==> config.mk <==
export PLATFORM = sky130hd
export DESIGN_NAME = reset_stretch
export DESIGN_NICKNAME = d
export VERILOG_FILES = /design/src/rtl/reset_stretch.sv
export SDC_FILE = /design/constraint.sdc
export NUM_CORES = 1
export LEC_CHECK = 0
export BUFFER_PORTS_ARGS = -buffer_cell sky130_fd_sc_hd__buf_2
export CAP_MARGIN = 25
export CELL_PAD_IN_SITES_DETAIL_PLACEMENT = 0
export CELL_PAD_IN_SITES_GLOBAL_PLACEMENT = 2
export CORE_AREA = 2 2 39 41
export DETAILED_ROUTE_END_ITERATION = 7
export DIE_AREA = 0 0 41 43
export GPL_TIMING_DRIVEN = 0
export PLACE_DENSITY = 0.61
export RECOVER_POWER = 50
export SLEW_MARGIN = 20
export SYNTH_ARGS = -nofsm -noshare
export SYNTH_HDL_FRONTEND = slang
export SYNTH_SLANG_ARGS = --single-unit
==> constraint.sdc <==
create_clock -name clk -period 1.75 [get_ports clk]
set_clock_uncertainty 0.1 [all_clocks]
set_input_delay 0.0875 -clock clk [delete_from_list [all_inputs] [get_ports clk]]
set_output_delay 0.0875 -clock clk [all_outputs]
set_load 0.01 [all_outputs]
==> src/rtl/reset_stretch.sv <==
/* Holds bus_rst_n low for RESET_CYCLES clocks after RESETn goes high.
   RESETn is sampled synchronously; no deassertion filtering beyond the count. */
`timescale 1ns/1ps
`default_nettype none

module reset_stretch #(
    parameter int RESET_CYCLES = 64
) (
    input  logic clk,
    input  logic RESETn,
    output logic bus_rst_n
);

    localparam int CW = $clog2(RESET_CYCLES + 1);

    logic [CW-1:0] cnt;   // Cycles since RESETn released

    always_ff @(posedge clk) begin
        if (!RESETn) begin
            cnt       <= '0;  // Restart on every low
            bus_rst_n <= 1'b0;
        end else if (cnt != CW'(RESET_CYCLES)) begin
            cnt       <= cnt + 1'b1;
            bus_rst_n <= 1'b0;
        end else begin
            bus_rst_n <= 1'b1; // Count done, release on this edge
        end
    end

    // Bus logic must be back in reset the cycle after RESETn is seen low
    a_rst_follows : assert property (@(posedge clk) !RESETn |=> !bus_rst_n);

endmodule

`default_nettype wire

# After elaboration in Yosys (flattened, before gate mapping)

Cells that the tools add are included.

Word-level logic and storage cells: 5
Output and inout port bits: 1
Register bits after elaboration: 8
Input port bits: 2

Eq/ne operators: 1
$add $sub $neg: 1
Multiplexer cells: 1

Operators with widths:

| kind                                                          | count |
|---|---|
| 7-bit by 1-bit adder with 7-bit output, second input constant | 1 |
| 7-bit inequality test, second input constant                  | 1 |
| 1-bit 2-to-1 mux                                              | 1 |

# Logic depth before layout (Yosys ltp)

Depth after elaboration: 2
Mapped depth: 5
Mapped depth without buffers: 5

# Worst setup path before layout

No wires, ideal clock.

Path type: reg-to-reg
Start point: reg cnt[0]
End point: reg cnt[2]
Arrival: 1157 ps
Required time: 1534 ps
Period minus slack after synthesis: 1372 ps
Library setup time: 116 ps
Stages on the path, launching flop included: 6
Setup slack: 378 ps
Cells stage by stage: dfxtp_1 > inv_1 > ha_1 > nand2b_1 > or4_4 > and3_1

Word-level cells in the longest chain between the ends: 1

Ends and longest elaborated chain:

| item                                                                                   | line   | text |
|---|---|---|
| start, declared                                                                        | 16     | `logic [CW-1:0] cnt;` |
| start signal, assigned                                                                 | 23     | `cnt <= cnt + 1'b1;` |
| 7-bit by 1-bit adder with 7-bit output / 7-bit inequality test (equally long branches) | 23, 22 |  |

Parallel ways exist; a longest one is shown, timed or not.
A chain may end at the register's enable or synchronous reset.

# Final worst setup path

Start point: reg cnt[0]
End point: reg cnt[3]

Same word-level chain as after synthesis.

==> out/qor.csv <==
stage,metric,value,unit
synthesis,most common cell in the synthesized netlist,dfxtp_1,
worst_hold_path,Hold Crit Class,primary input to flop,
worst_setup_path,CP peak stage delay,0.43,ns
routing,Via Count,288,
worst_setup_path,Crit Path Class,flop to flop,
clocking,CTS tree,yes,
clocking,CTS Root Cell,clkbuf_4,
worst_setup_path,cell count of the worst reg-to-reg path,5,
timing,Tcrit/Tclk final,0.837,
synthesis,post-synthesis instance area,387,um2
worst_setup_path,worst path buffer plus inverter count,1,
synthesis,"FF+latch count, synth",8,
place,DP Wirelength,514,um
worst_setup_path,"reg-to-reg slack, setup",0.29,ns
routing,drt pass-1 iters,1,
synthesis,Ys Warns,0,
power_and_ir_drop,Leakage,0.164,nW
synthesis,cell taking the most area after synthesis,dfxtp_1,
clocking,CTS Hold Bufs,0,
worst_setup_path,crit-path leading delay family,simple AND/OR/NAND/NOR gates,
cells_and_area,"Core Util, Final",0.313,
floorplanning,row count,14,
worst_setup_path,kind of end point of the critical path,flop,
global_route,vias in the first global route,304,
timing,Slew @ Worst Pin,0.425,ns
worst_setup_path,"slowest stage cell, crit path",or4_4,
worst_setup_path,CP Launch Type,flop,
routing,metal2 WL,332,um
power_and_ir_drop,Pwr per Cell Area,840,nW/um2
worst_hold_path,hold_sp,RESETn,
worst_setup_path,CP arrival,1.51,ns
global_route,"Remaining Overflow, GRT",0,
floorplanning,die height,43,um
routing,uppermost routed layer,met4,
worst_setup_path,worst path required time,1.80,ns
run,Max Cap Viol,0,
floorplanning,initial core utilization,0.279,
place,port bufs,1,
synthesis,Post-Syn Nets,45,
place,Placement Setup Slack,0.296,ns
worst_setup_path,R2R Path Start,cnt[0]$_SDFFE_PN0P_,
global_route,antenna violations before repair,0,
cells_and_area,Area Overhead vs Synth,12.0,%
clocking,Post-CTS Setup Inserts,0,
floorplanning,Die Span X,41,um
worst_hold_path,hold path depth,3,
cells_and_area,nets,51,
global_route,largest net degree at the start of global routing,11,
clocking,CTS max path bufs,2,
cells_and_area,fillcell total,148,
power_and_ir_drop,VDD IR max,0.000237,V
global_route,gr usage total,0.104,
routing,WL per Instance,10.8,um
synthesis,post-synth cell types,18,
synthesis,commonest cells in the netlist,"dfxtp_1 (8), nand2_1 (6), and3_1 (3), nand3_1 (3)",
global_route,global-route wire length before repair,1170,um
synthesis,Synth Flop Type,dfxtp_1,
place,post-placement cell count,58,
routing,Vias/cell,4.72,
place,Placed Area,412,um2
synthesis,"top cells by area, synth","dfxtp_1 (41%), ha_1 (6.5%), nand2_1 (5.8%)",
cells_and_area,final instance area,433,um2
timing,final setup margin,0.285,ns
synthesis,"FFs w/ async S/R, synth",0,
routing,post-route ant nets,0,
synthesis,"Seq/Total Area, Yosys",0.414,
cells_and_area,multi-input logic area,215,um2
timing,Max Slew Vio Count,0,
timing,min cycle time layout,1.46,ns
cells_and_area,"non-filler cells, final",61,
synthesis,Syn Inst Count,41,
timing,Slew HR,0.714,
timing,RSZ-0062 raised after global routing,no,
clocking,Post-CTS Resized,0,
routing,DR iter-0 viols,0,
clocking,CTS sink cnt,8,
routing,DR DRC count,0,
place,Final Wtd Congestion,0.750,
cells_and_area,FF+latch area,160,um2
timing,Setup TNS,0,ns
clocking,H-tree Lvls,1,
timing,Final Hold Viols,0,
floorplanning,I/O pin cnt,3,
timing,final hold slack,0.118,ns
worst_hold_path,hold endpoint,cnt[1]$_SDFFE_PN0P_,
routing,drt total wl,660,um
floorplanning,Core ar.,1380,um2
cells_and_area,ant diodes,0,
clocking,CTS buffer count,3,
worst_setup_path,CP Cell Sequence,"inv_1, ha_1, nand2b_1, or4_4, and3_1",
timing,final setup violation count,0,
worst_setup_path,r2r endpoint,cnt[3]$_SDFFE_PN0P_,
synthesis,area fraction of the dominant cell type after synthesis,0.414,
power_and_ir_drop,Final Power,0.364,mW
clocking,CTS clock-pin slew for the worst setup and hold paths,0.06,ns
cells_and_area,layout cell share with drive strength beyond 1,0.133,
timing,Achievable Freq,683,MHz
floorplanning,die area,1760,um2
worst_setup_path,Crit Path Max Fanout,4,
routing,Met3 Routed Length,13,um
synthesis,Post-Syn Area per Cell,9.43,um2
synthesis,Post-synth EDFFs,0,
outcome,status,finished clean,
clocking,clk_lat worst skew,0.26,ns
routing,WL met1,282,um
-- worst max-delay path by stage --
| stage | end | startpoint | slack (ns) | cells after the start |
|---|---|---|---|---|
| 2_1_floorplan | cnt[2]$_SDFFE_PN0P_ | cnt[0]$_SDFFE_PN0P_ | 0.38 | 5 |
| 3_3_place_gp | cnt[3]$_SDFFE_PN0P_ | cnt[0]$_SDFFE_PN0P_ | 0.31 | 5 |
| 3_5_place_dp | cnt[3]$_SDFFE_PN0P_ | cnt[0]$_SDFFE_PN0P_ | 0.30 | 5 |
| 4_1_cts | cnt[3]$_SDFFE_PN0P_ | cnt[0]$_SDFFE_PN0P_ | 0.28 | 5 |
| 5_1_grt | cnt[4]$_SDFFE_PN0P_ | cnt[0]$_SDFFE_PN0P_ | 0.22 | 5 |
| 6_report | cnt[3]$_SDFFE_PN0P_ | cnt[0]$_SDFFE_PN0P_ | 0.29 | 5 |
-- cells by family (layout without fill, tap and decap cells) --
| group | count (synthesis) | count (layout) | share of synthesized area |
|---|---|---|---|
| simple gates | 19 | 19 | 0.307 |
| flops | 8 | 8 | 0.414 |
| compound gates | 4 | 4 | 0.0647 |
| xor+xnor | 3 | 3 | 0.0680 |
| buf+inv | 3 | 7 | 0.0291 |
| fa+ha+maj | 2 | 2 | 0.0647 |
| mux | 2 | 2 | 0.0518 |
-- power by group --
group          switching, mW  total [mW]  internal (mW)  leakage (nW)
Sequential           0.00678       0.195          0.189        0.0651
Clock                 0.0650       0.144         0.0786        0.0138
Combinational         0.0137      0.0246         0.0109        0.0852
-- per-layer routing --
metal,global-route usage,vias up
li1,-,148
met1,0.114,132
met2,0.147,5
met3,0.0157,3
met4,0.120,0
met5,0,-
-- registers in the layout, indices dropped and copies added (netlist names) --
signal	flops
bus_rst_n	1
cnt	7
-- final cells by class --
| type | instances | area share |
|---|---|---|
| Clock buffer | 3 | 0.0520 |
| Sequential cell | 8 | 0.370 |
| Buffer | 1 | 0.00867 |
| Inverter | 2 | 0.0173 |
| Multi-Input combinational cell | 30 | 0.497 |
| Timing Repair Buffer | 1 | 0.00867 |
| Tap cell | 16 | 0.0462 |
-- tightest hold or removal path: stages --
cell and delay (ns):
buf_1 0.18, nand2_1 0.11, mux2i_1 0.05
-- cell usage in the layout, fill, tap and decap left out --
cell,n
buf_1,1
o21ai_0,2
or4_4,1
ha_1,2
nand3_1,3
nand2b_4,1
a21boi_0,2
or3_1,2
and2_1,1
and3_1,3
clkbuf_4,3
xnor2_1,2
xor2_1,1
dfxtp_1,8
inv_1,2
nor4_2,1
nand2b_1,1
mux2i_1,2
nand2_1,6
clkbuf_1,1
Power figures use the tool's default switching activity.
