--- src/rtl/cpu_bus_pkg.sv ---
/* Address map and shared types for the dual-CPU bus.
   Both CPUs see the same map; only 0xC000 is the mailbox (exact match). */
`default_nettype none

package cpu_bus_pkg;

    // ------------------------------
    // Widths
    // ------------------------------
    localparam int ADDR_W  = 16;   // Z80-style address
    localparam int DATA_W  = 8;
    localparam int VRAM_AW = 11;   // 2 KB shared video RAM

    // ------------------------------
    // Address map
    // ------------------------------
    localparam logic [ADDR_W-1:0] MAILBOX_ADDR = 16'hC000; // R trig partner, W ack own
    localparam logic [ADDR_W-1:0] VREG_BASE    = 16'hC800; // A[10:8] picks register
    localparam logic [ADDR_W-1:0] VRAM_BASE    = 16'hD000; // 0xD000-0xD7FF
    localparam logic [DATA_W-1:0] OPEN_BUS     = 8'hFF;    // Unmapped read value

    // Decoded target of one access
    typedef enum logic [1:0] {
        REG_NONE,
        REG_MAILBOX,
        REG_VREG,
        REG_VRAM
    } region_e;

    // Write-only video registers, index = A[10:8]
    typedef enum logic [2:0] {
        VR_MSB  = 3'd0,  // Attribute MSB
        VR_FSX  = 3'd1,  // Front scroll X
        VR_FSY  = 3'd2,  // Front scroll Y
        VR_B1SX = 3'd3,  // Back scroll X
        VR_B1SY = 3'd4   // Back scroll Y
    } vreg_e;

    localparam int N_VREG = 5;

endpackage

`default_nettype wire

--- src/rtl/vbus_if.sv ---
/* Request channel from one CPU port to the video bus arbiter.
   req and its fields stay put until gnt; gnt is one cycle, rdata valid with it. */
`timescale 1ns/1ps
`default_nettype none

interface vbus_if;

    logic                                req;     // Held until gnt
    logic                                we;
    cpu_bus_pkg::region_e                region;  // REG_VREG or REG_VRAM only
    logic [cpu_bus_pkg::VRAM_AW-1:0]     offset;  // Low address bits
    logic [cpu_bus_pkg::DATA_W-1:0]      wdata;

    logic                                gnt;     // Single-cycle grant
    logic [cpu_bus_pkg::DATA_W-1:0]      rdata;   // Valid with gnt

    // CPU side
    modport port (
        output req, we, region, offset, wdata,
        input  gnt, rdata
    );

    // Arbiter side
    modport arb (
        input  req, we, region, offset, wdata,
        output gnt, rdata
    );

endinterface

`default_nettype wire

--- src/rtl/cpu_bus_port.sv ---
/* Wishbone classic slave for one CPU. Mailbox and unmapped accesses ack in
   1 cycle; video accesses go through vbus and ack the cycle after gnt.
   stb is ignored while ack is high, so a held stb cannot be acked twice. */
`timescale 1ns/1ps
`default_nettype none

module cpu_bus_port (
    input  logic                              clk,
    input  logic                              bus_rst_n,
    input  logic                              wb_cyc,
    input  logic                              wb_stb,
    input  logic                              wb_we,
    input  logic [cpu_bus_pkg::ADDR_W-1:0]    wb_adr,
    input  logic [cpu_bus_pkg::DATA_W-1:0]    wb_dat_w,
    output logic [cpu_bus_pkg::DATA_W-1:0]    wb_dat_r,
    output logic                              wb_ack,
    vbus_if.port                              vbus,
    output logic                              nmi_trig,  // Read of mailbox
    output logic                              nmi_ack    // Write of mailbox
);

    localparam int AW  = cpu_bus_pkg::ADDR_W;
    localparam int VAW = cpu_bus_pkg::VRAM_AW;

    cpu_bus_pkg::region_e region;
    logic                 start;   // New transfer accepted this cycle

    // ------------------------------
    // Address decode
    // ------------------------------
    always_comb begin
        if (wb_adr == cpu_bus_pkg::MAILBOX_ADDR)
            region = cpu_bus_pkg::REG_MAILBOX;
        else if (wb_adr[AW-1:VAW] == cpu_bus_pkg::VREG_BASE[AW-1:VAW])
            region = cpu_bus_pkg::REG_VREG;  // 0xC800-0xCFFF
        else if (wb_adr[AW-1:VAW] == cpu_bus_pkg::VRAM_BASE[AW-1:VAW])
            region = cpu_bus_pkg::REG_VRAM;  // 0xD000-0xD7FF
        else
            region = cpu_bus_pkg::REG_NONE;  // Open bus
    end

    // Not while acking or while a video access is still queued
    assign start = wb_cyc && wb_stb && !wb_ack && !vbus.req;

    // ------------------------------
    // Control
    // ------------------------------
    always_ff @(posedge clk) begin
        if (!bus_rst_n) begin
            wb_ack   <= 1'b0;
            vbus.req <= 1'b0;
            nmi_trig <= 1'b0;
            nmi_ack  <= 1'b0;
        end else begin
            wb_ack   <= 1'b0;  // Pulses by default
            nmi_trig <= 1'b0;
            nmi_ack  <= 1'b0;
            if (vbus.req) begin
                if (vbus.gnt) begin
                    vbus.req <= 1'b0;
                    wb_ack   <= 1'b1;  // Ack on edge after gnt
                end
            end else if (start) begin
                case (region)
                    cpu_bus_pkg::REG_VREG,
                    cpu_bus_pkg::REG_VRAM: vbus.req <= 1'b1;
                    cpu_bus_pkg::REG_MAILBOX: begin
                        wb_ack   <= 1'b1;
                        nmi_trig <= !wb_we;  // Read raises partner NMI
                        nmi_ack  <= wb_we;   // Write clears own NMI
                    end
                    default: wb_ack <= 1'b1;  // Unmapped, ack and drop
                endcase
            end
        end
    end

    // ------------------------------
    // Payload
    // ------------------------------
    always_ff @(posedge clk) begin
        if (start) begin
            vbus.we     <= wb_we;
            vbus.region <= region;
            vbus.offset <= wb_adr[VAW-1:0];
            vbus.wdata  <= wb_dat_w;
            wb_dat_r    <= cpu_bus_pkg::OPEN_BUS;  // Local regions read 0xFF
        end
        if (vbus.req && vbus.gnt)
            wb_dat_r <= vbus.rdata;  // Capture arbiter data with gnt
    end

    // One ack per transfer, never back to back
    a_ack_single : assert property (@(posedge clk) disable iff (!bus_rst_n)
        wb_ack |=> !wb_ack);

endmodule

`default_nettype wire

--- src/flat_wrapper.sv ---
// flat-port wrapper written by rule: the top's interface ports become plain ports
module cpu_bus_port_flat 
  (clk, bus_rst_n, wb_cyc, wb_stb, wb_we, wb_adr, wb_dat_w, wb_dat_r, wb_ack, nmi_trig, nmi_ack, vbus_req, vbus_we, vbus_region, vbus_offset, vbus_wdata, vbus_gnt, vbus_rdata);
  vbus_if vbus_i ();
  input  logic clk;
  input  logic bus_rst_n;
  input  logic wb_cyc;
  input  logic wb_stb;
  input  logic wb_we;
  input  logic [cpu_bus_pkg::ADDR_W-1:0] wb_adr;
  input  logic [cpu_bus_pkg::DATA_W-1:0] wb_dat_w;
  output logic [cpu_bus_pkg::DATA_W-1:0] wb_dat_r;
  output logic wb_ack;
  output logic nmi_trig;
  output logic nmi_ack;
  output wire logic [$bits(vbus_i.req)-1:0] vbus_req;
  output wire logic [$bits(vbus_i.we)-1:0] vbus_we;
  output wire logic [$bits(vbus_i.region)-1:0] vbus_region;
  output wire logic [$bits(vbus_i.offset)-1:0] vbus_offset;
  output wire logic [$bits(vbus_i.wdata)-1:0] vbus_wdata;
  input wire logic [$bits(vbus_i.gnt)-1:0] vbus_gnt;
  input wire logic [$bits(vbus_i.rdata)-1:0] vbus_rdata;
  assign vbus_req = vbus_i.req;
  assign vbus_we = vbus_i.we;
  assign vbus_region = vbus_i.region;
  assign vbus_offset = vbus_i.offset;
  assign vbus_wdata = vbus_i.wdata;
  assign vbus_i.gnt = vbus_gnt;
  assign vbus_i.rdata = vbus_rdata;
  cpu_bus_port u_core (.clk(clk), .bus_rst_n(bus_rst_n), .wb_cyc(wb_cyc), .wb_stb(wb_stb), .wb_we(wb_we), .wb_adr(wb_adr), .wb_dat_w(wb_dat_w), .wb_dat_r(wb_dat_r), .wb_ack(wb_ack), .vbus(vbus_i), .nmi_trig(nmi_trig), .nmi_ack(nmi_ack));
endmodule
--- config.mk ---
export PLATFORM = sky130hd
export DESIGN_NAME = cpu_bus_port_flat
export DESIGN_NICKNAME = d
export VERILOG_FILES = /design/src/rtl/cpu_bus_pkg.sv /design/src/rtl/vbus_if.sv /design/src/rtl/cpu_bus_port.sv /design/src/flat_wrapper.sv
export SDC_FILE = /design/constraint.sdc
export NUM_CORES = 1
export LEC_CHECK = 0
export ABC_AREA = 1
export BUFFER_PORTS_ARGS = -buffer_cell sky130_fd_sc_hd__buf_4
export CORE_UTILIZATION = 45
export DETAILED_ROUTE_END_ITERATION = 16
export GPL_TIMING_DRIVEN = 0
export PLACE_DENSITY = 0.82
export SLEW_MARGIN = 20
export SYNTH_ARGS = -nofsm -noshare
export SYNTH_HDL_FRONTEND = slang
export SYNTH_SLANG_ARGS = --single-unit
export TNS_END_PERCENT = 20
--- constraint.sdc ---
create_clock -name clk -period 2.3 [get_ports clk]
set_clock_uncertainty 0.05 [all_clocks]
set_input_delay 0.69 -clock clk [delete_from_list [all_inputs] [get_ports clk]]
set_output_delay 0.69 -clock clk [all_outputs]
set_load 0.1 [all_outputs]
Word level (Yosys, flattened, before mapping). Cells that the tools add are included.

Equality and inequality tests: 6. Multiplexer cells: 13. Bitwise gates (word level): 3. Reductions and logical operators: 10.

Operators by type and width (count): equality test 16 bit (second input constant) (1); two-way mux 8 bit (2); equality test 5 bit (second input constant) (2); two-way mux 1 bit (8); two-way mux 2 bit (3); equality test 2 bit (second input constant) (2); logical AND 1 bit (4); OR reduction 4 bit (1); logical NOT 1 bit (3); inverter 1 bit (3); equality test 2 x 1 -> 1 bit (second input constant) (1); nonzero test 2 bit (1); OR reduction 2 bit (1).

Register bits: 34. Output and inout bits: 34. Word-level logic and storage cells: 41.

Depth between registers and ports, before layout. Gate-level depths: netlist (run 1).

Depth after elaboration: 9. Depth in mapped cells: 7. Mapped depth without buffers: 7.

Worst setup path after synthesis (run 1). Ideal clock, no wire load.

Path kind: reg-to-reg. Start point: reg u_core.vbus.req. End point: reg u_core.wb_dat_r[0] (netlist name) (enable). Arrival time: 1541 ps. Required time: 1920 ps. Slack: 380 ps. Stages on the path, launching flop included: 3. Path buffers: 0. Period minus slack after synthesis: 1920 ps. Path through: dfxtp_1 nand2_1 nand2_1.

Longest elaborated chain between the ends: 3. Elaborated cells on any way between the ends: 4. Those cells by class: 4 x reduce/logical.

Ends and longest elaborated chain: from (decl) (RTL line vbus_if.sv:19) `output req, we, region, offset, wdata,`; from (signal assigned) (RTL line cpu_bus_port.sv:51) `vbus.req <= 1'b0;`; from (signal assigned) (RTL line cpu_bus_port.sv:60) `vbus.req <= 1'b0;`; from (signal assigned) (RTL line cpu_bus_port.sv:66) `cpu_bus_pkg::REG_VRAM: vbus.req <= 1'b1;`; logical NOT 1 bit (RTL line cpu_bus_port.sv:43) `assign start = wb_cyc && wb_stb && !wb_ack && !vbus.req;`; logical AND 1 bit (RTL line cpu_bus_port.sv:43); nonzero test 2 bit (no source line) (*); to (signal assigned) (RTL line cpu_bus_port.sv:87) `wb_dat_r <= cpu_bus_pkg::OPEN_BUS;`; to (signal assigned) (RTL line cpu_bus_port.sv:90) `wb_dat_r <= vbus.rdata;`; to (decl) (RTL line cpu_bus_port.sv:15) `output logic [cpu_bus_pkg::DATA_W-1:0] wb_dat_r,`.

Mark *: on every way between the ends. The rest lies on a longest branch, timed or not. A chain may end at the register's enable or synchronous reset.

Final worst setup path (run 1).
Start point: reg u_core.vbus.req. End point: out vbus_req.

RTL lines: to (decl) (RTL line flat_wrapper.sv:16) `output wire logic [$bits(vbus_i.req)-1:0] vbus_req;`.

No word-level cell between the ends.

==> results of run 1 <==
[tightest hold or removal path, cell delays in order (launching register included)]
cell and delay [ps]:
dfxtp_1 350, nand3b_1 90, nand2_1 50
[report_power, final]
| group | leakage (nW) | internal (mW) | total [mW] | switching (mW) |
|---|---|---|---|---|
| clock | 0.0385 | 0.229 | 0.420 | 0.191 |
| sequential | 0.303 | 0.695 | 0.701 | 0.00615 |
| combinational | 0.472 | 0.0700 | 0.255 | 0.185 |
[synth_stat cells]
master	count
o21ai_0	1
nor2_4	1
nand3_2	1
nand3_1	1
nand2_1	14
dfxtp_1	4
nor2_2	4
inv_1	8
nand3b_1	2
nand2_2	1
or2_2	8
nor2_1	10
edfxtp_1	30
[per-layer routing]
layer	wire (um)	global-route usage
met1	916	0.2015
met2	1474	0.3496
met3	170	0.06944
met4	48	0.09402
met5	0	0
[stage by stage]
step	power (mW)	instance area (um2)	setup WS [ps]	cells	utilization
2_1_floorplan	0.8827	1229	379.5	85	-
3_3_place_gp	0.9650	1799	351.9	186	0.7133
3_5_place_dp	0.9721	1799	299.6	186	0.7133
4_1_cts	1.387	1878	509.7	194	0.7445
5_1_grt	1.426	1878	454.0	194	0.7445
6_report	1.376	1878	528.7	194	0.7445
[kinds of logic after synthesis]
logic type / after synthesis
AOI/OAI and AO/OA: 1
buffers and inverters: 8
DFF: 34
and+or+nand+nor: 42
[cell type report]
class                      instances  area, um2
multi-input combinational         43      217.7
fill                             180      644.4
tap                               30      37.54
inverter                           8      30.03
clock inverter                     2      37.54
timing repair buffer              71      533.0
sequential                        34      980.9
clock buffer                       6      41.29
[worst min path at each step]
stage                    startpoint                    to  slack [ps]  cells past startpoint
floorplan                     wb_we       u_core.nmi_trig         710                      1
global placement    u_core.vbus.req       u_core.vbus.req         450                      2
detailed placement  u_core.vbus.req       u_core.vbus.req         460                      2
global route            wb_dat_w[3]  u_core.vbus.wdata[3]         460                      1
finish              u_core.vbus.req       u_core.vbus.req         480                      2
CTS                           wb_we       u_core.nmi_trig         470                      2
[registers in the layout (all words and copies together), names as in the netlist]
name,count
u_core.nmi_trig,1
u_core.wb_dat_r,8
u_core.vbus.region,2
u_core.nmi_ack,1
u_core.vbus.req,1
u_core.vbus.we,1
u_core.vbus.wdata,8
u_core.vbus.offset,11
u_core.wb_ack,1
==> flow_summary_export.csv, run 1 <==
group,metric,value,unit
critical_path,startpoint_type,"flop",
logic_synthesis,yosys_warnings,0,
critical_path,endpoint_kind,"primary output",
critical_path,worstSetupEndpoint,"vbus_req",
run_status,status,"finished, final reports clean",
logic_synthesis,synthSimpleGateAreaFrac,0.1731,
final_layout,layout.nets,201,
logic_synthesis,synth_cell_types,13,
clocking,post_cts_resized,0,
clocking,max-clock-path-buffers,2,
detailed_routing,route.detailed.drc,0,
power_and_ir_drop,powerDensity,732.5,nW/um2
final_layout,final_common_cell,"buf_4",
logic_synthesis,ys_top_cells_by_area,"edfxtp_1 73%, dfxtp_1 6.5%, nand2_1 4.3%, or2_2 4.1%, nor2_1 3.1%",
clocking,ctsHoldBuffers,0,
floorplan,dieArea,2944,um2
final_layout,final_cell_mix,"71 x buf_4, 30 x edfxtp_1, 14 x nand2_1",
floorplan,start_util,0.4871,
clocking,clock-root-buffer,"clkbuf_4",
logic_synthesis,syn_area_per_cell,14.46,um2
logic_synthesis,synth.net_count,123,
logic_synthesis,ys_ff_latch,34,
clocking,cts_buffers,5,
floorplan,die_w,54.26,um
critical_path,path_buf_inv,1,
critical_path,cp.depth,1,
clocking,htree_levels,2,
timing,maxSlewHeadroom,0.4527,
global_routing,globalRouteTotalUtil,0.1958,
critical_path,rr_startpoint,"u_core.vbus.req",
floorplan,core_area,2522,um2
logic_synthesis,synthMuxAreaShare,0,
clocking,postCtsSetupRepairBufs,0,
critical_path,crit_slowest_cell,"dfxtp_1",
logic_synthesis,synth_area,1229,um2
critical_path,crit_family,"flip-flops",
logic_synthesis,synthAdderAreaFrac,0,
timing,fin_crit_sh,0.7701,
timing,fin_tns_setup,0,ps
timing,fin_crit,1771,ps
global_routing,grt_antenna_before_repair,0,
critical_path,crit_start,"u_core.vbus.req",
timing,worstMarginPinSlew,820.0,ps
detailed_routing,vias_per_cell,4.603,
detailed_routing,totalWireLength,2609,um
final_layout,antennaDiodeCount,0,
detailed_routing,drtIter0Drc,19,
critical_path,critPathKind,"reg2out",
logic_synthesis,synth_top_area_cell,"edfxtp_1",
detailed_routing,dr.pass1.iters,4,
timing,setup_viol,0,
global_routing,grt_first_pass_wirelength,3788,um
logic_synthesis,synth_compound_area_frac,0.004073,
global_routing,grt_start_max_net_pins,23,
timing,fin_hold_ws,476.8,ps
clocking,cts.sinks,34,
logic_synthesis,synth-xor-area-share,0,
clocking,clkSlewWorstSetupHoldPaths,90,ps
global_routing,grt_overflow,0,
final_layout,layout-drive-gt1-share,0.5671,
timing,drv_slew,0,
critical_path,path_max_fanout,4,
power_and_ir_drop,ir_drop,606.8,uV
critical_path,r2r-end,"u_core.vbus.offset[5]",
timing,max_freq,0.5646,GHz
clocking,cts_tree,"yes",
final_layout,area_growth,52.85,%
timing,rsz0062_at_grt,"no",
detailed_routing,route.vias.total,893,
critical_path,crit_required,1560,ps
floorplan,top_level_ports,72,
floorplan,fp.dieH,54.26,um
power_and_ir_drop,power_leakage,0.8132,nW
logic_synthesis,synth_top_family_by_area,"simple AND/OR/NAND/NOR gates",
critical_path,crit_arrival,1030,ps
critical_path,reg2reg_slack,710,ps
critical_path,cpPeakStageDelay,400,ps
job,maxCapViolCount,0,
logic_synthesis,ys_seq_area_frac,0.7984,
place,port_buffers,71,
detailed_routing,ant_nets,0,
place,dp_hpwl,2112,um
floorplan,rows,18,
logic_synthesis,synthCells,85,
timing,finalHoldViolCount,0,
detailed_routing,wl_per_cell,13.45,um
clocking,clock_latency,330,ps
place,place_congestion,0.6654,
logic_synthesis,yosysTopAreaCellShare,0.7332,
critical_path,worstPathCellList,"buf_4",
hold_path,hold_path_class,"reg2reg",
global_routing,grt_pass1_vias,892,
critical_path,rr_worst_depth,3,
Power figures use the tool's default switching activity.
==> inputs of run 2 (changes only) <==
--- a/config.mk
+++ b/config.mk
@@ -5,12 +5,12 @@
 export SDC_FILE = /design/constraint.sdc
 export NUM_CORES = 1
 export LEC_CHECK = 0
-export ABC_AREA = 1
+export ABC_AREA = 0
 export BUFFER_PORTS_ARGS = -buffer_cell sky130_fd_sc_hd__buf_4
-export CORE_UTILIZATION = 45
+export CORE_UTILIZATION = 37
 export DETAILED_ROUTE_END_ITERATION = 16
 export GPL_TIMING_DRIVEN = 0
-export PLACE_DENSITY = 0.82
+export PLACE_DENSITY = 0.73
 export SLEW_MARGIN = 20
 export SYNTH_ARGS = -nofsm -noshare
 export SYNTH_HDL_FRONTEND = slang
==> constraint.sdc (replaced) <==
create_clock -name clk -period 1.6 [get_ports clk]
set_clock_uncertainty 0.05 [all_clocks]
set_input_delay 0.48 -clock clk [delete_from_list [all_inputs] [get_ports clk]]
set_output_delay 0.48 -clock clk [all_outputs]
set_load 0.1 [all_outputs]
==> run 2 against run 1 <==
  * Utilization shrank 14 points
  * Clock power shrank 1%
  * Register-to-register slack lost 670 ps
  * Largest power group unchanged
  * First-iteration DRC count shrank 58%
  * Final cell count shrank 3.6%
  * Sequential power grew 44%
  * Worst hold slack lost 200 ps
  * Non-clock buffer count is the same
  * Highest routed layer unchanged
  * Sequential cell count is the same
  * Area after synthesis shrank 3.9%
  * Global-route usage shrank 5.1 points
  * Sequential share of layout area grew 1.7 points
  * Critical path type is now reg2reg
==> flow_summary_export.csv, run 2 <==
group,metric,value,unit
run_status,status,"finished, final reports clean",
logic_synthesis,synth.most_common_cell,"edfxtp_1",
clocking,cts.sinks,34,
final_layout,multi_input_area,200.2,um2
critical_path,path_max_fanout,26,
power_and_ir_drop,power,1.792,mW
timing,drv_slew,0,
final_layout,top_register,"u_core.vbus.offset",
floorplan,fp.dieH,58.50,um
detailed_routing,drtIter0Drc,8,
detailed_routing,vias_per_cell,4.519,
clocking,postCtsSetupRepairBufs,0,
timing,layout_setup_ws,42.92,ps
floorplan,dieArea,3422,um2
critical_path,crit_arrival,1540,ps
power_and_ir_drop,p_sw_frac,0.2979,
final_layout,layout.nets,181,
critical_path,rr_worst_depth,2,
critical_path,rr_startpoint,"u_core.wb_ack",
logic_synthesis,synthArstFlopShare,0,
place,dp_hpwl,1794,um
timing,fin_crit,1557,ps
critical_path,cpPeakStageDelay,590,ps
timing,rsz0062_at_grt,"no",
critical_path,reg2reg_slack,40,ps
clocking,clock-root-buffer,"clkbuf_4",
final_layout,seqCellArea,988.4,um2
global_routing,grt_pass1_vias,801,
power_and_ir_drop,ir_drop,439.0,uV
logic_synthesis,yosysTopAreaCellShare,0.7627,
logic_synthesis,syn_area_per_cell,18.17,um2
detailed_routing,route.detailed.drc,0,
critical_path,crit_required,1590,ps
logic_synthesis,yosys_warnings,0,
global_routing,globalRouteTotalUtil,0.1449,
final_layout,layout-drive-gt1-share,0.6573,
clocking,clkSlewWorstSetupHoldPaths,90,ps
timing,maxSlewHeadroom,0.7308,
floorplan,rows,20,
final_layout,fin_area,1832,um2
critical_path,worstPathCellList,"and4bb_4, nand2b_4",
critical_path,endpoint_kind,"flop",
place,pre_cts_ws,-106.8,ps
final_layout,fillers,260,
floorplan,top_level_ports,72,
clocking,cts_buffers,5,
global_routing,grt_start_max_net_pins,27,
logic_synthesis,ys_top_cells_by_count,"30 x edfxtp_1, 8 x or2_2, 4 x dfxtp_1, 4 x nand2_1, 3 x nor4_1",
clocking,htree_levels,2,
timing,finalHoldViolCount,0,
hold_path,hold_start,"wb_dat_w[3]",
power_and_ir_drop,sequentialPowerShare,0.561,
final_layout,top_regs,"u_core.vbus.offset (11), u_core.vbus.wdata (8), u_core.wb_dat_r (8)",
global_routing,grt_overflow,0,
power_and_ir_drop,net-switching-power,0.5339,mW
floorplan,core_area,3053,um2
job,maxCapViolCount,0,
final_layout,post-route-util,0.6000,
logic_synthesis,synth-edff-count,30,
logic_synthesis,synth.net_count,103,
floorplan,die_w,58.50,um
critical_path,cp.depth,2,
global_routing,grt_first_pass_wirelength,3484,um
logic_synthesis,synthCells,65,
clocking,clock_latency,320,ps
final_layout,final_common_cell,"buf_4",
timing,fin_hold_ws,280.5,ps
clocking,cts_tree,"yes",
global_routing,grt_antenna_before_repair,0,
hold_path,hold_path_depth,1,
timing,fin_crit_sh,0.9732,
detailed_routing,totalWireLength,2329,um
detailed_routing,route.vias.total,845,
logic_synthesis,ys_ff_latch,34,
detailed_routing,dr.pass1.iters,4,
logic_synthesis,ys_seq_area_frac,0.8305,
critical_path,critPathKind,"reg2reg",
logic_synthesis,synth_top_area_cell,"edfxtp_1",
floorplan,start_util,0.3869,
critical_path,path_buf_inv,0,
clocking,post_cts_resized,0,
final_layout,antennaDiodeCount,0,
timing,setup_viol,0,
logic_synthesis,synth_area,1181,um2
critical_path,r2r-end,"u_core.wb_dat_r[7]",
place,port_buffers,71,
timing,worstMarginPinSlew,403.7,ps
power_and_ir_drop,powerDensity,978.5,nW/um2
logic_synthesis,synth_cell_types,18,
hold_path,whs_endpoint,"u_core.vbus.wdata[3]",
timing,max_freq,0.6422,GHz
logic_synthesis,ys_top_cells_by_area,"edfxtp_1 76%, dfxtp_1 6.8%, or2_2 4.2%, nor4_1 1.6%, and4bb_4 1.4%",
power_and_ir_drop,power_leakage,0.7282,nW
place,place_congestion,0.7086,
hold_path,hold_path_class,"in2reg",
power_and_ir_drop,p_int,1.258,mW
clocking,max-clock-path-buffers,2,
final_layout,largest_register_ffs,11,
final_layout,final_cell_mix,"71 x buf_4, 30 x edfxtp_1, 8 x or2_2",
final_layout,area_growth,55.08,%
power_and_ir_drop,combPwrFrac,0.208,
power_and_ir_drop,clockPowerShare,0.231,
critical_path,crit_family,"simple AND/OR/NAND/NOR gates",
critical_path,startpoint_type,"flop",
logic_synthesis,synth-main-ff-cell,"edfxtp_1",
critical_path,crit_slowest_cell,"and4bb_4",
detailed_routing,wl_per_cell,12.45,um
place,dpl_cell_area,1784,um2
detailed_routing,ant_nets,0,
run 2: power groups by stage:
stage / Clock [mW] / Combinational [mW] / Sequential (mW)
3_3_place_gp: 0 / 0.371 / 1.02
5_1_grt: 0.482 / 0.385 / 1.01
6_report: 0.414 / 0.373 / 1.01
3_5_place_dp: 0 / 0.375 / 1.03
4_1_cts: 0.441 / 0.375 / 1.01
2_1_floorplan: 0 / 0.0284 / 1.24
run 2: what timing repair did:
item	in CTS	in global routing
endpoints found under the hold margin	0	0
setup endpoints to repair	0	8
hold buffers	0	0
run 2: worst max path at each step:
stage                    startpoint            endpoint  slack (ps)
CTS                 u_core.vbus.req  u_core.wb_dat_r[0]           9
global placement             wb_stb  u_core.wb_dat_r[0]         -80
global route          u_core.wb_ack  u_core.wb_dat_r[6]         0.7
floorplan           u_core.vbus.req  u_core.wb_dat_r[0]        -0.8
finish                u_core.wb_ack  u_core.wb_dat_r[7]          40
detailed placement           wb_stb  u_core.wb_dat_r[0]        -110
run 2: cells by family (layout without fill, tap and decap cells):
logic type	Yosys count	count (layout)	synth area share
XOR/XNOR	1	1	0.007417
AO/OA/AOI/OAI	3	3	0.01801
buffers and inverters	2	80	0.006358
AND/OR/NAND/NOR	25	25	0.1377
flip-flops	34	34	0.8305
run 2: through the flow:
stage / TNS (ps) / std cells
floorplan: -6.352 / 65
finish: 0 / 187
global placement: -621.8 / 180
detailed placement: -853.0 / 180
CTS: 0 / 187
global route: 0 / 187
run 2: layout make-up:
class | instances | share of cell area
multi-input cells | 29 | 0.1093
well taps | 44 | 0.03005
flip-flops and latches | 34 | 0.5396
repair buffers | 71 | 0.2910
clock buffers | 5 | 0.02049
clock inverters | 2 | 0.005464
inverters | 2 | 0.004098
run 2: per-layer routing:
layer  routed length [um]  vias to the layer above  GRT usage
li1                     -                      403          -
met1                  825                      383     0.1375
met2                 1235                       51     0.2644
met3                  196                        8    0.04835
met4                   72                        0    0.09524
met5                    0                        -          0
==> inputs of run 3 (changes only) <==
--- a/config.mk
+++ b/config.mk
@@ -7,6 +7,7 @@
 export LEC_CHECK = 0
 export ABC_AREA = 0
 export BUFFER_PORTS_ARGS = -buffer_cell sky130_fd_sc_hd__buf_4
+export CORE_MARGIN = 5
 export CORE_UTILIZATION = 37
 export DETAILED_ROUTE_END_ITERATION = 16
 export GPL_TIMING_DRIVEN = 0
==> run 3 against run 2 <==
  * Die area increased by 29%
  * Non-clock buffer count did not move
  * Clock power grew 3%
  * Register-to-register slack gained 160 ps
  * Sequential power about the same
  * Maximum frequency increased by 1.3%
  * Cell area rose by 0.82%
  * Largest cell class unchanged
  * Utilization increased by 0.49 points
  * Critical path type is now reg2out
==> flow_summary_export.csv, run 3 (synthesis results as in run 2) <==
group,metric,value,unit
run_status,status,"finished, final reports clean",
critical_path,path_buf_inv,1,
global_routing,use_met3,0.05059,
job,maxCapViolCount,0,
final_layout,layout-drive-gt1-share,0.6483,
clocking,postCtsSetupRepairBufs,0,
detailed_routing,drtIter0Drc,16,
hold_path,hold_path_class,"in2reg",
floorplan,fp.dieH,66.50,um
detailed_routing,vias_per_cell,4.524,
clocking,clkSlewWorstSetupHoldPaths,90,ps
timing,rsz0062_at_grt,"no",
power_and_ir_drop,net-switching-power,0.5446,mW
final_layout,fin_area,1847,um2
floorplan,die_w,66.50,um
final_layout,antennaDiodeCount,0,
floorplan,dieArea,4422,um2
place,pre_cts_ws,-100.4,ps
critical_path,critPathKind,"reg2out",
floorplan,start_util,0.3869,
clocking,max-clock-path-buffers,2,
critical_path,worstPathCellList,"buf_4",
power_and_ir_drop,powerDensity,981.1,nW/um2
timing,layout_setup_ws,62.89,ps
place,port_buffers,71,
critical_path,cpPeakStageDelay,390,ps
global_routing,gr-max-usage-layer,"met2",
timing,finalHoldViolCount,0,
global_routing,grt_start_max_net_pins,27,
clocking,cts_buffers,5,
place,dpl_cell_area,1784,um2
clocking,clock-root-buffer,"clkbuf_4",
clocking,cts_tree,"yes",
timing,fin_hold_ws,270.8,ps
timing,maxSlewHeadroom,0.7523,
detailed_routing,totalWireLength,2902,um
final_layout,layout.nets,182,
detailed_routing,route.detailed.drc,0,
critical_path,crit_slowest_cell,"dfxtp_4",
detailed_routing,wl_per_cell,15.35,um
clocking,clock_latency,330,ps
timing,drv_slew,0,
global_routing,globalRouteTotalUtil,0.1337,
final_layout,top_regs,"u_core.vbus.offset (11), u_core.vbus.wdata (8), u_core.wb_dat_r (8)",
clocking,post_cts_resized,0,
critical_path,endpoint_kind,"primary output",
power_and_ir_drop,power_leakage,0.7305,nW
floorplan,top_level_ports,72,
clocking,ctsHoldBuffers,0,
timing,max_freq,0.6506,GHz
detailed_routing,ant_nets,0,
critical_path,crit_required,1070,ps
detailed_routing,route.vias.total,855,
timing,fin_crit_sh,0.9607,
clocking,htree_levels,2,
global_routing,use_met1,0.1341,
critical_path,startpoint_type,"flop",
timing,worstMarginPinSlew,371.5,ps
floorplan,core_area,3053,um2
power_and_ir_drop,clockPowerShare,0.235,
final_layout,final_cell_mix,"71 x buf_4, 30 x edfxtp_1, 8 x or2_2",
power_and_ir_drop,p_int,1.267,mW
power_and_ir_drop,p_sw_frac,0.3006,
final_layout,final_common_cell,"buf_4",
final_layout,top_register,"u_core.vbus.offset",
timing,fin_crit,1537,ps
power_and_ir_drop,ir_drop,489.0,uV
final_layout,seqCellArea,988.4,um2
floorplan,rows,20,
critical_path,crit_arrival,1010,ps
global_routing,met2_usage,0.2342,
power_and_ir_drop,combPwrFrac,0.209,
timing,setup_viol,0,
power_and_ir_drop,sequentialPowerShare,0.556,
clocking,cts.sinks,34,
global_routing,grt_overflow,0,
detailed_routing,dr.pass1.iters,3,
global_routing,grt_first_pass_wirelength,4091,um
final_layout,area_growth,56.36,%
final_layout,largest_register_ffs,11,
critical_path,path_max_fanout,6,
global_routing,grt_pass1_vias,863,
place,place_congestion,0.7082,
final_layout,fillers,254,
global_routing,grt_antenna_before_repair,0,
critical_path,crit_family,"flip-flops",
final_layout,multi_input_area,212.7,um2
==> run 3: per-stage QoR <==
step           cells  total power [mW]  TNS (ps)  utilization
2_1_floorplan     65             1.272    -6.352            -
3_3_place_gp     180             1.398    -636.6       0.5844
3_5_place_dp     180             1.406    -802.5       0.5844
4_1_cts          188             1.823         0       0.6008
5_1_grt          189             1.883         0       0.6049
6_report         189             1.812         0       0.6049
==> run 3: path summary, 6_finish.rpt <==
check / start / end / slack, ps / cells past startpoint
max reg2reg: u_core.wb_ack / u_core.wb_dat_r[1] / 200 / 2
min reg2reg: u_core.vbus.req / u_core.wb_ack / 510 / 2
max: u_core.vbus.req / vbus_req / 60 / 1
min: wb_dat_w[7] / u_core.vbus.wdata[7] / 270 / 1
==> run 3: power by group through the flow <==
| stage | Combinational, mW | Clock, mW | Sequential, mW |
|---|---|---|---|
| after detailed placement | 0.378 | 0 | 1.03 |
| after global placement | 0.373 | 0 | 1.02 |
| after floorplan | 0.0284 | 0 | 1.24 |
| after global routing | 0.393 | 0.480 | 1.01 |
| after CTS | 0.378 | 0.438 | 1.01 |
| final | 0.379 | 0.426 | 1.01 |
==> run 3: area by class of cell <==
cell class	count	share of cell area
Inverter	2	0.004065
Timing Repair Buffer	71	0.2886
Sequential cell	34	0.5352
Tap cell	44	0.02981
Clock inverter	2	0.004743
Multi-Input combinational cell	30	0.1152
Clock buffer	6	0.02236
==> run 3: metal layers <==
metal | wire [um] | up-vias | part of all wire
met5 | 0 | - | 0
met4 | 63 | 0 | 0.022
met3 | 238 | 6 | 0.082
met2 | 1475 | 41 | 0.51
met1 | 1124 | 399 | 0.39
li1 | - | 409 | -
